File: config.mk
export PLATFORM = sky130hd
export DESIGN_NAME = txOutputCtrl
export DESIGN_NICKNAME = d
export VERILOG_FILES = /design/src/txPkg.sv /design/src/pioCmdDecode.sv /design/src/fireSequencer.sv /design/src/rcvTrigger.sv /design/src/pulseChannel.sv /design/src/txOutputCtrl.sv
export SDC_FILE = /design/constraint.sdc
export NUM_CORES = 1
export LEC_CHECK = 0
export BUFFER_PORTS_ARGS = -buffer_cell sky130_fd_sc_hd__buf_4
export CAP_MARGIN = 20
export CORE_MARGIN = 2
export CORE_UTILIZATION = 40
export CTS_BUF_LIST = sky130_fd_sc_hd__clkbuf_16
export DETAILED_ROUTE_END_ITERATION = 10
export RECOVER_POWER = 50
export SETUP_SLACK_MARGIN = 0.02
export SYNTH_ARGS = -nofsm -noshare
export SYNTH_HDL_FRONTEND = slang
export SYNTH_SLANG_ARGS = --single-unit
File: constraint.sdc
create_clock -name txCLK -period 2.6 [get_ports txCLK]
set_input_delay 0.52 -clock txCLK [delete_from_list [all_inputs] [get_ports txCLK]]
set_output_delay 0.52 -clock txCLK [all_outputs]
set_load 0.02 [all_outputs]
File: src/txPkg.sv
package txPkg;

	localparam int numChannels = 8;
	localparam int cmdWidth = 9;

	// command word bit positions
	// bits 0 and 3 were trigger LEDs and request timer
	localparam int cmdBitIssueRcv = 1;
	localparam int cmdBitFire = 2;
	localparam int cmdBitSetAmp = 4;
	localparam int cmdBitSetPhase = 5;
	localparam int cmdBitResetRcv = 6;
	localparam int cmdBitResetIrq = 7;

	// only modePio runs, RAM modes act as idle
	typedef enum logic [1:0]
	{
		modeIdle = 2'b00,
		modePio = 2'b01,
		modeRam = 2'b10,
		modePioRamSub = 2'b11
	} ctrlMode_t;

	typedef logic [8:0] chargeTime_t;	// pulse width, sets amplitude
	typedef logic [15:0] phaseDelay_t;
	typedef logic [22:0] fireDelay_t;
	typedef logic [31:0] rcvDelay_t;

	// one-cycle command pulses from the decoder
	typedef struct packed
	{
		logic issueRcv;
		logic fire;
		logic setAmp;
		logic setPhase;
		logic resetRcv;
		logic resetIrq;
	} cmdStrobe_t;

	typedef struct packed
	{
		chargeTime_t chargeTime;
		phaseDelay_t [numChannels-1:0] phaseDelay;
	} txSettings_t;

	// broadcast to every channel
	typedef struct packed
	{
		logic armed;
		logic trigger;
		logic clear;
	} channelCtrl_t;

endpackage

File: src/pioCmdDecode.sv
`timescale 1ns/10ps

module pioCmdDecode import txPkg::*;
(
	input logic txCLK,
	input logic arstN,
	input ctrlMode_t mode,
	input logic [cmdWidth-1:0] pioCommand,
	output cmdStrobe_t strobes
);

	logic [cmdWidth-1:0] prevCmd;	// last word acted on
	logic cmdChanged;

	// the host only has to change the word to issue a command
	assign cmdChanged = (pioCommand != prevCmd);

	always_ff @(posedge txCLK or negedge arstN)
	begin
		if (!arstN)
		begin
			prevCmd <= '0;
			strobes <= '0;
		end
		else if (mode != modePio)
		begin
			// forget the old word so the first command after return acts
			prevCmd <= '0;
			strobes <= '0;
		end
		else
		begin
			strobes <= '0;	// pulses last one cycle
			if (cmdChanged)
			begin
				prevCmd <= pioCommand;
				strobes.issueRcv <= pioCommand[cmdBitIssueRcv];
				strobes.fire <= pioCommand[cmdBitFire];
				strobes.setAmp <= pioCommand[cmdBitSetAmp];
				strobes.setPhase <= pioCommand[cmdBitSetPhase];
				strobes.resetRcv <= pioCommand[cmdBitResetRcv];
				strobes.resetIrq <= pioCommand[cmdBitResetIrq];
			end
		end
	end

endmodule

File: src/fireSequencer.sv
`timescale 1ns/10ps

module fireSequencer import txPkg::*;
(
	input logic txCLK,
	input logic arstN,
	input ctrlMode_t mode,
	input cmdStrobe_t strobes,
	input chargeTime_t chargeTimeReg,
	input phaseDelay_t [numChannels-1:0] phaseDelayReg,
	input fireDelay_t fireDelay,
	input logic soloBoard,
	input logic externalTrigger,
	input logic [numChannels-1:0] channelDone,
	output txSettings_t settings,
	output channelCtrl_t chanCtrl,
	output logic cmdDoneIrq
);

	typedef enum logic [1:0]
	{
		seqIdle,
		seqDelay,
		seqArmed
	} seqState_t;

	seqState_t state;
	fireDelay_t delayCount;
	logic clearPulse;
	logic internalTrigger;	// solo board fires itself
	logic cmdSeen;		// fire or rcv issue since last irq reset
	logic fireBusy;
	logic allDone;
	logic syncCmd;

	assign fireBusy = (state != seqIdle);
	assign allDone = &channelDone;
	assign syncCmd = strobes.fire | strobes.issueRcv;

	assign chanCtrl = '{
		armed: (state == seqArmed),
		trigger: externalTrigger | internalTrigger,
		clear: clearPulse
	};

	// settings are frozen while a fire is running
	always_ff @(posedge txCLK or negedge arstN)
	begin
		if (!arstN)
			settings <= '0;
		else if (mode != modePio)
			settings <= '0;
		else if (!fireBusy)
		begin
			if (strobes.setAmp)
				settings.chargeTime <= chargeTimeReg;
			if (strobes.setPhase)
				settings.phaseDelay <= phaseDelayReg;
		end
	end

	always_ff @(posedge txCLK or negedge arstN)
	begin
		if (!arstN)
		begin
			state <= seqIdle;
			delayCount <= '0;
			clearPulse <= 1'b0;
		end
		else if (mode != modePio)
		begin
			state <= seqIdle;
			delayCount <= '0;
			clearPulse <= 1'b1;	// hold channels in wait
		end
		else
		begin
			clearPulse <= 1'b0;
			case (state)
				seqIdle:
					if (strobes.fire)
					begin
						delayCount <= fireDelay;
						state <= seqDelay;
					end
				seqDelay:
					if (delayCount != '0)
						delayCount <= delayCount - 1'b1;
					else
						state <= seqArmed;
				seqArmed:
					if (allDone)
					begin
						state <= seqIdle;
						clearPulse <= 1'b1;	// channels back to wait
					end
				default:
					state <= seqIdle;
			endcase
		end
	end

	// reset of the irq also drops the internal trigger
	always_ff @(posedge txCLK or negedge arstN)
	begin
		if (!arstN)
		begin
			internalTrigger <= 1'b0;
			cmdSeen <= 1'b0;
			cmdDoneIrq <= 1'b0;
		end
		else if (mode != modePio || strobes.resetIrq)
		begin
			internalTrigger <= 1'b0;
			cmdSeen <= 1'b0;
			cmdDoneIrq <= 1'b0;
		end
		else
		begin
			if (syncCmd && soloBoard)
				internalTrigger <= 1'b1;
			if (syncCmd)
				cmdSeen <= 1'b1;
			if (cmdSeen && !fireBusy)
				cmdDoneIrq <= 1'b1;	// sticky until resetIrq
		end
	end

endmodule

File: src/rcvTrigger.sv
`timescale 1ns/10ps

module rcvTrigger import txPkg::*;
(
	input logic txCLK,
	input logic arstN,
	input ctrlMode_t mode,
	input cmdStrobe_t strobes,
	input rcvDelay_t rcvDelay,
	input logic adcTriggerAck,
	output logic adcTrigger
);

	typedef enum logic [1:0]
	{
		rcvIdle,
		rcvCount,
		rcvFired
	} rcvState_t;

	rcvState_t state;
	rcvDelay_t delayCount;
	logic acked;	// blocks new issues until resetRcv
	logic issueOk;

	assign issueOk = strobes.issueRcv && !acked;
	assign adcTrigger = (state == rcvFired);

	always_ff @(posedge txCLK or negedge arstN)
	begin
		if (!arstN)
		begin
			state <= rcvIdle;
			delayCount <= '0;
			acked <= 1'b0;
		end
		else if (mode != modePio || strobes.resetRcv)
		begin
			// resetRcv wins over an issue in the same word
			state <= rcvIdle;
			delayCount <= '0;
			acked <= 1'b0;
		end
		else
		begin
			case (state)
				rcvIdle:
					if (issueOk)
					begin
						if (rcvDelay == '0)
							state <= rcvFired;	// no delay, line up at once
						else
						begin
							delayCount <= rcvDelay;
							state <= rcvCount;
						end
					end
				rcvCount:
					if (delayCount != '0)
						delayCount <= delayCount - 1'b1;
					else
						state <= rcvFired;
				rcvFired:
					if (adcTriggerAck)
					begin
						state <= rcvIdle;
						acked <= 1'b1;
					end
				default:
					state <= rcvIdle;
			endcase
		end
	end

endmodule

File: src/pulseChannel.sv
`timescale 1ns/10ps

module pulseChannel import txPkg::*;
(
	input logic txCLK,
	input logic arstN,
	input logic active,
	input channelCtrl_t chanCtrl,
	input chargeTime_t chargeTime,
	input phaseDelay_t phaseDelay,
	output logic pulse,
	output logic done
);

	typedef enum logic [1:0]
	{
		chWait,
		chPhase,
		chCharge,
		chDone
	} chState_t;

	chState_t state;
	phaseDelay_t count;	// shared by phase and charge counting
	logic noPulse;

	assign noPulse = !active || (chargeTime == '0);
	assign pulse = (state == chCharge);
	assign done = (state == chDone);

	always_ff @(posedge txCLK or negedge arstN)
	begin
		if (!arstN)
		begin
			state <= chWait;
			count <= '0;
		end
		else if (chanCtrl.clear)
		begin
			state <= chWait;
			count <= '0;
		end
		else
		begin
			case (state)
				chWait:
					if (chanCtrl.armed)
					begin
						if (noPulse)
							state <= chDone;	// nothing to fire
						else if (chanCtrl.trigger)
						begin
							count <= phaseDelay;
							state <= chPhase;
						end
					end
				chPhase:
					if (count != '0)
						count <= count - 1'b1;
					else
					begin
						count <= phaseDelay_t'(chargeTime) - 1'b1;
						state <= chCharge;
					end
				chCharge:
					if (count != '0)
						count <= count - 1'b1;
					else
						state <= chDone;
				default:
					state <= state;	// done holds until clear
			endcase
		end
	end

endmodule

File: src/txOutputCtrl.sv
`timescale 1ns/10ps

module txOutputCtrl import txPkg::*;
(
	input logic txCLK,
	input logic arstN,
	input ctrlMode_t mode,
	input logic [cmdWidth-1:0] pioCommand,
	input chargeTime_t chargeTimeReg,
	input phaseDelay_t [numChannels-1:0] phaseDelayReg,
	input fireDelay_t fireDelay,
	input rcvDelay_t rcvDelay,
	input logic [numChannels-1:0] channelActive,
	input logic soloBoard,
	input logic externalTrigger,
	input logic adcTriggerAck,
	output logic [numChannels-1:0] transducerOut,
	output logic adcTrigger,
	output logic cmdDoneIrq
);

	cmdStrobe_t strobes;
	txSettings_t settings;
	channelCtrl_t chanCtrl;
	logic [numChannels-1:0] channelDone;

	pioCmdDecode cmdDecode
	(
		.txCLK(txCLK),
		.arstN(arstN),
		.mode(mode),
		.pioCommand(pioCommand),
		.strobes(strobes)
	);

	fireSequencer sequencer
	(
		.txCLK(txCLK),
		.arstN(arstN),
		.mode(mode),
		.strobes(strobes),
		.chargeTimeReg(chargeTimeReg),
		.phaseDelayReg(phaseDelayReg),
		.fireDelay(fireDelay),
		.soloBoard(soloBoard),
		.externalTrigger(externalTrigger),
		.channelDone(channelDone),
		.settings(settings),
		.chanCtrl(chanCtrl),
		.cmdDoneIrq(cmdDoneIrq)
	);

	rcvTrigger adcTrig
	(
		.txCLK(txCLK),
		.arstN(arstN),
		.mode(mode),
		.strobes(strobes),
		.rcvDelay(rcvDelay),
		.adcTriggerAck(adcTriggerAck),
		.adcTrigger(adcTrigger)
	);

	// all channels share charge time and control, phase is per channel
	for (genvar i = 0; i < numChannels; i++)
	begin : genChannel
		pulseChannel channel
		(
			.txCLK(txCLK),
			.arstN(arstN),
			.active(channelActive[i]),
			.chanCtrl(chanCtrl),
			.chargeTime(settings.chargeTime),
			.phaseDelay(settings.phaseDelay[i]),
			.pulse(transducerOut[i]),
			.done(channelDone[i])
		);
	end

endmodule

After elaboration in Yosys (flattened, before gate mapping):

Cells that the tools add are included.

* reductions and logical operators: 88
* muxes and demuxes: 145
* $add $sub $neg: 11
* bitwise operators: 2
* equality and inequality tests: 96

Operators with widths (count)
* 16-bit 2-to-1 mux: 48
* 16-bit one-hot mux with 3 select lines: 8
* 137-bit 2-to-1 mux: 2
* 3-bit inequality test, second input constant: 48
* 128-bit 2-to-1 mux: 1
* 32-bit 2-to-1 mux: 4
* 16-bit nonzero test: 8
* 16-bit by 1-bit subtractor with 16-bit output, second input constant: 8
* 2-bit 2-to-1 mux: 50
* 5-bit AND reduction: 16
* 23-bit 2-to-1 mux: 3
* 32-bit one-hot mux with 2 select lines: 1
* 2-bit one-hot mux with 3 select lines: 10
* 23-bit one-hot mux with 2 select lines: 1
* 2-bit == test, second input constant: 18
* 32-bit zero test: 1
* 4-bit by 3-bit inequality test with 1-bit output, second input constant: 8
* 32-bit nonzero test: 1
* 4-bit nonzero test: 8
* 32-bit by 1-bit subtractor with 32-bit output, second input constant: 1
* 9-bit 2-to-1 mux: 3
* 23-bit nonzero test: 1
* 23-bit by 1-bit subtractor with 23-bit output, second input constant: 1
* 2-bit by 1-bit == test with 1-bit output, second input constant: 10
* other kinds (19): 82

* flip-flop bits (word level): 360
* output and inout port bits: 10
* logic and storage cells: 383

Longest topological paths before layout:

* depth in word-level cells: 6
* mapped depth: 11
* mapped depth without buffers: 8

By module:

Synthesis repeated with hierarchy kept, for this count alone.

* cells, all modules: 2734
* area, all modules: 23633.9 µm²

Modules (own cells, without submodules)
* pulseChannel at genChannel[0].channel ...: area each 1605.3 µm², instances 5, cells each 184
* fireSequencer: area each 7206.9 µm², instances 1, cells each 822
* pulseChannel at genChannel[5].channel ...: area each 1789.2 µm², instances 2, cells each 205
* rcvTrigger: area each 2358.5 µm², instances 1, cells each 305
* pulseChannel at genChannel[7].channel: area each 1863.0 µm², instances 1, cells each 227
* pioCmdDecode: area each 600.6 µm², instances 1, cells each 50

Worst setup path after synthesis:

No wires, ideal clock.

* path type: register to register
* start: reg, netlist name sequencer.settings[128]
* end: reg genChannel[0].channel.count[9]
* arrival: 2.592 ns
* cell stages (with the launch flop): 10
* setup slack: -0.082 ns
* setup time: 0.090 ns
* path buffers: 1
* path through: dfrtp_1 clkbuf_1 inv_1 ha_1 nor4b_4 a211oi_1 a311oi_1 a211oi_1 nand3_1 o221ai_1

* word-level cells in the longest chain between the ends: 4
* elaborated cells between the ends (all ways): 8
* classes of those cells: 1 x add/sub; 1 x eq/ne; 3 x mux; 3 x reduce/logical

Ends and longest elaborated chain
* 9-bit by 1-bit subtractor with 10-bit output or 9-bit zero test (tied branches): RTL line pulseChannel.sv:62, pulseChannel.sv:27
* 16-bit 2-to-1 mux or 1-bit logical OR (tied branches): RTL line pulseChannel.sv:58, pulseChannel.sv:27
* 16-bit one-hot mux with 3 select lines or 3-bit inequality test (tied branches)
* 16-bit 2-to-1 mux or 5-bit AND reduction (tied branches)
* end signal, assigned: RTL line pulseChannel.sv:59 `count <= count - 1'b1;`
* end signal, assigned: RTL line pulseChannel.sv:62 `count <= phaseDelay_t'(chargeTime) - 1'b1;`
* end signal, assigned: RTL line pulseChannel.sv:67 `count <= count - 1'b1;`
* end, declared: RTL line pulseChannel.sv:24 `phaseDelay_t count;`

Parallel ways exist; a longest one is shown, timed or not.
A chain may end at the register's enable or synchronous reset.

Final worst setup path:

* start: reg, netlist name sequencer.settings[128]
* end: reg genChannel[2].channel.count[0]

* word-level cells in the longest chain between the ends: 4
* elaborated cells between the ends (all ways): 8
* classes of those cells: 1 x add/sub; 1 x eq/ne; 3 x mux; 3 x reduce/logical

Ends and longest elaborated chain (RTL line)
* 9-bit by 1-bit subtractor with 10-bit output or 9-bit zero test (tied branches): pulseChannel.sv:62, pulseChannel.sv:27
* 16-bit 2-to-1 mux or 1-bit logical OR (tied branches): pulseChannel.sv:58, pulseChannel.sv:27
* 16-bit one-hot mux with 3 select lines or 3-bit inequality test (tied branches)
* 16-bit 2-to-1 mux or 5-bit AND reduction (tied branches)
* end signal, assigned: pulseChannel.sv:59
* end signal, assigned: pulseChannel.sv:62
* end signal, assigned: pulseChannel.sv:67
* end, declared: pulseChannel.sv:24

Parallel ways exist; a longest one is shown, timed or not.

==> flow_summary.ini <==
[drt]
wl_met3_um = 4310
firstDrtPassIters = 6
drtIter0Drc = 1614
routed_wl_um = 67600
routed.top_layer = met5
wirelength_met1_um = 31000
final_antenna_net_count = 0
drc = 0
route.met2.wl_um = 30500
via_per_inst = 5.81
wl_per_cell_um = 19.0
vias = 20671

[global_route]
grt_antenna_before_repair = 2
grt_max_degree = 129
track_usage_pct = 23.8
grt_pass1_vias = 20113
grt_pass1_wl_um = 108000
grt-ovfl-total = 0

[clocking]
clk_pin_slew_ns = 0.06
clock_sinks = 360
cts_htree_levels = 2
clockBufferDepth = 3
clock_latency_ns = 0.58
cts_buffers = 42
root_buffer = clkbuf_16
cts_tree = done

[logic_synthesis]
yosysTopAreaCell = dfrtp_1
synth_top_family_by_area = compound AO/OA/AOI/OAI gates
synth_cell_types = 87
syn_nets = 2810
yosys.area_share.simple_pct = 22.7
yosys_warnings = 0
syn-instance-count = 2549
ys_seq_area_share_pct = 41.9
netlist_area_mm2 = 0.0215
syn_avg_cell_area_um2 = 8.43
synthFlopType = dfrtp_1
ys_seq_elements = 360
synth.area.top_cells = dfrtp_1 42%, nand2_1 8.1%, a21oi_1 5.7%
async_flop_share_pct = 100
synth_edf_count = 0
synth.top_cell.area_share_pct = 41.9
synth_mux_area_share_pct = 0.629
synthAdderAreaFrac_pct = 2.62
synth_xor_area_share_pct = 3.46
synth-compound-area-share_pct = 24.2

[timing]
fin_worst_skew_ns = 0.0212
rsz0062_at_grt = true
slew_viol_final = 55
post-route-period-util_pct = 95.5
max_freq_mhz = 403
fin_crit_ns = 2.48
hold_violations = 0
tightest_slew_ns = 1.72
slew_headroom_pct = -14.9
hold-worst-slack_ns = 0.159
setup_violations = 0

[critical_path]
critPathArrivalTime_ns = 2.91
crit_fanout = 17
cp-end-kind = flip-flop
worstSetupPathType = reg2reg
rr_worst_depth = 11
critPathLaunchType = flip-flop
crit_required_ns = 3.03

[power_and_ir_drop]
power_density_mw_per_mm2 = 498
ir_drop_uv = 565
leakage_nw = 11.6

[place]
io_buffers = 225
dp.final_hpwl_um = 48100
dpl.cell_count = 3474
place_area_mm2 = 0.0249
gp_congestion = 0.911

[floorplan]
die_height_um = 236
fp-row-count = 84
ioPinCount = 226
die_area_mm2 = 0.0556
start_util_pct = 40.7
die_width_um = 236
core_area_mm2 = 0.0529

[min_path]
hp-class = in2reg
whs_path_depth = 2

[status]
status = complete, but fails checks
violations = capacitance limit, slew limit

[final_layout]
final_common_cell = nand2_1
area_growth_pct = 23.1
drive_gt1_share_pct = 19.5
final_area_mm2 = 0.0264
mostFrequentLayoutCells = 463 x nand2_1, 391 x buf_4, 357 x dfrtp_1
fin_nets = 3098
fin_cells = 3556
final_util_pct = 50.0
fill_cells = 5051

[run]
drv_cap = 1
-- kinds of logic (layout without fill, tap and decap cells) --
kind of cell	after synthesis	after routing
AND/OR/NAND/NOR	1041	1041
AO/OA/AOI/OAI	765	765
flip-flops	360	360
buffers and inverters	240	558
XOR/XNOR	85	85
adder cells (fa/ha/maj)	45	45
multiplexers	13	13
other	0	1
-- cell usage after synthesis (all sizes together), types with 12 or more instances --
master  number
o41ai       25
o221a       12
or4         19
a21oi      246
dfrtp      360
a211oi      17
nand4       16
and2        26
buf         27
o21ai      146
nand3       42
inv         70
o221ai      50
or2         17
o211ai      30
clkbuf     140
nand2b      14
nand2      465
a22o        23
nor2       186
a32o        55
nor2b       16
xnor2       55
o31ai       35
ha          45
or3         31
a31oi       14
nor4        50
xor2        30
nor3       105
-- worst max-delay path: stages, from the launching register on --
cell       delay, ns
dfrtp_1         0.40
inv_1           0.10
ha_1            0.23
nor4b_4         0.27
buf_4           0.24
a2111oi_4       0.09
buf_4           0.15
o22a_1          0.22
buf_12          0.16
and4_1          0.20
a31oi_1         0.17
o41ai_1         0.11
-- final timing paths --
check | from | endpoint | slack (ns)
worst min register to register | cmdDecode.strobes[0] | sequencer.cmdSeen | 0.47
worst max-delay path | sequencer.settings[128] | genChannel[2].channel.count[0] | 0.12
min in group asynchronous | arstN | sequencer.settings[39] | 0.95
max in group asynchronous | arstN | sequencer.delayCount[4] | 0.36
worst max register to register | sequencer.settings[128] | genChannel[2].channel.count[0] | 0.12
worst min-delay path | pioCommand[3] | cmdDecode.prevCmd[3] | 0.16
-- power by group --
| part | switching [mW] | internal, mW | leakage [nW] | total, mW |
|---|---|---|---|---|
| clock network | 2.45 | 3.23 | 0.673 | 5.68 |
| registers | 0.0667 | 5.67 | 5.00 | 5.74 |
| logic | 1.05 | 0.707 | 5.96 | 1.75 |
| total | 3.56 | 9.61 | 11.6 | 13.2 |
-- what timing repair did --
item,in CTS,in global routing
pin swaps,0,3
buffers inserted,0,6
resized for setup,5,36
setup endpoints to repair,26,110
hold endpoints to repair,53,0
hold buffers,1,0
-- metrics by stage --
step	TNS [ns]	total power [mW]	setup WS, ns
after floorplan	0	6.66	0.00998
after global placement	-0.712	7.54	-0.0923
after detailed placement	-1.34	7.56	-0.137
after CTS	0	13.3	0.00986
after global routing	-0.0607	13.7	-0.0212
final	0	13.2	0.118
-- layer usage --
metal	track usage [%]	vias up
met5	0	-
met4	7.28	2
met3	4.07	103
met2	37.5	626
met1	33.5	10059
li1	-	9881
-- state kept, by name (all words and copies together), names as in the netlist, 6 cells and up --
name,count
sequencer.settings,137
genChannel.channel.count,128
adcTrig.delayCount,32
sequencer.delayCount,23
genChannel.channel.state,16
cmdDecode.prevCmd,9
cmdDecode.strobes,6
-- cell type report --
class	count	area (µm²)	area share, %
timing repair buffer	411	3250	12.3
tap	688	861	3.25
clock inverter	32	235	0.889
clock buffer	42	1050	3.97
sequential	360	9010	34.1
multi-input combinational	1949	11800	44.4
antenna	1	2.50	0.00946
inverter	73	274	1.04
Power figures use the tool's default switching activity.
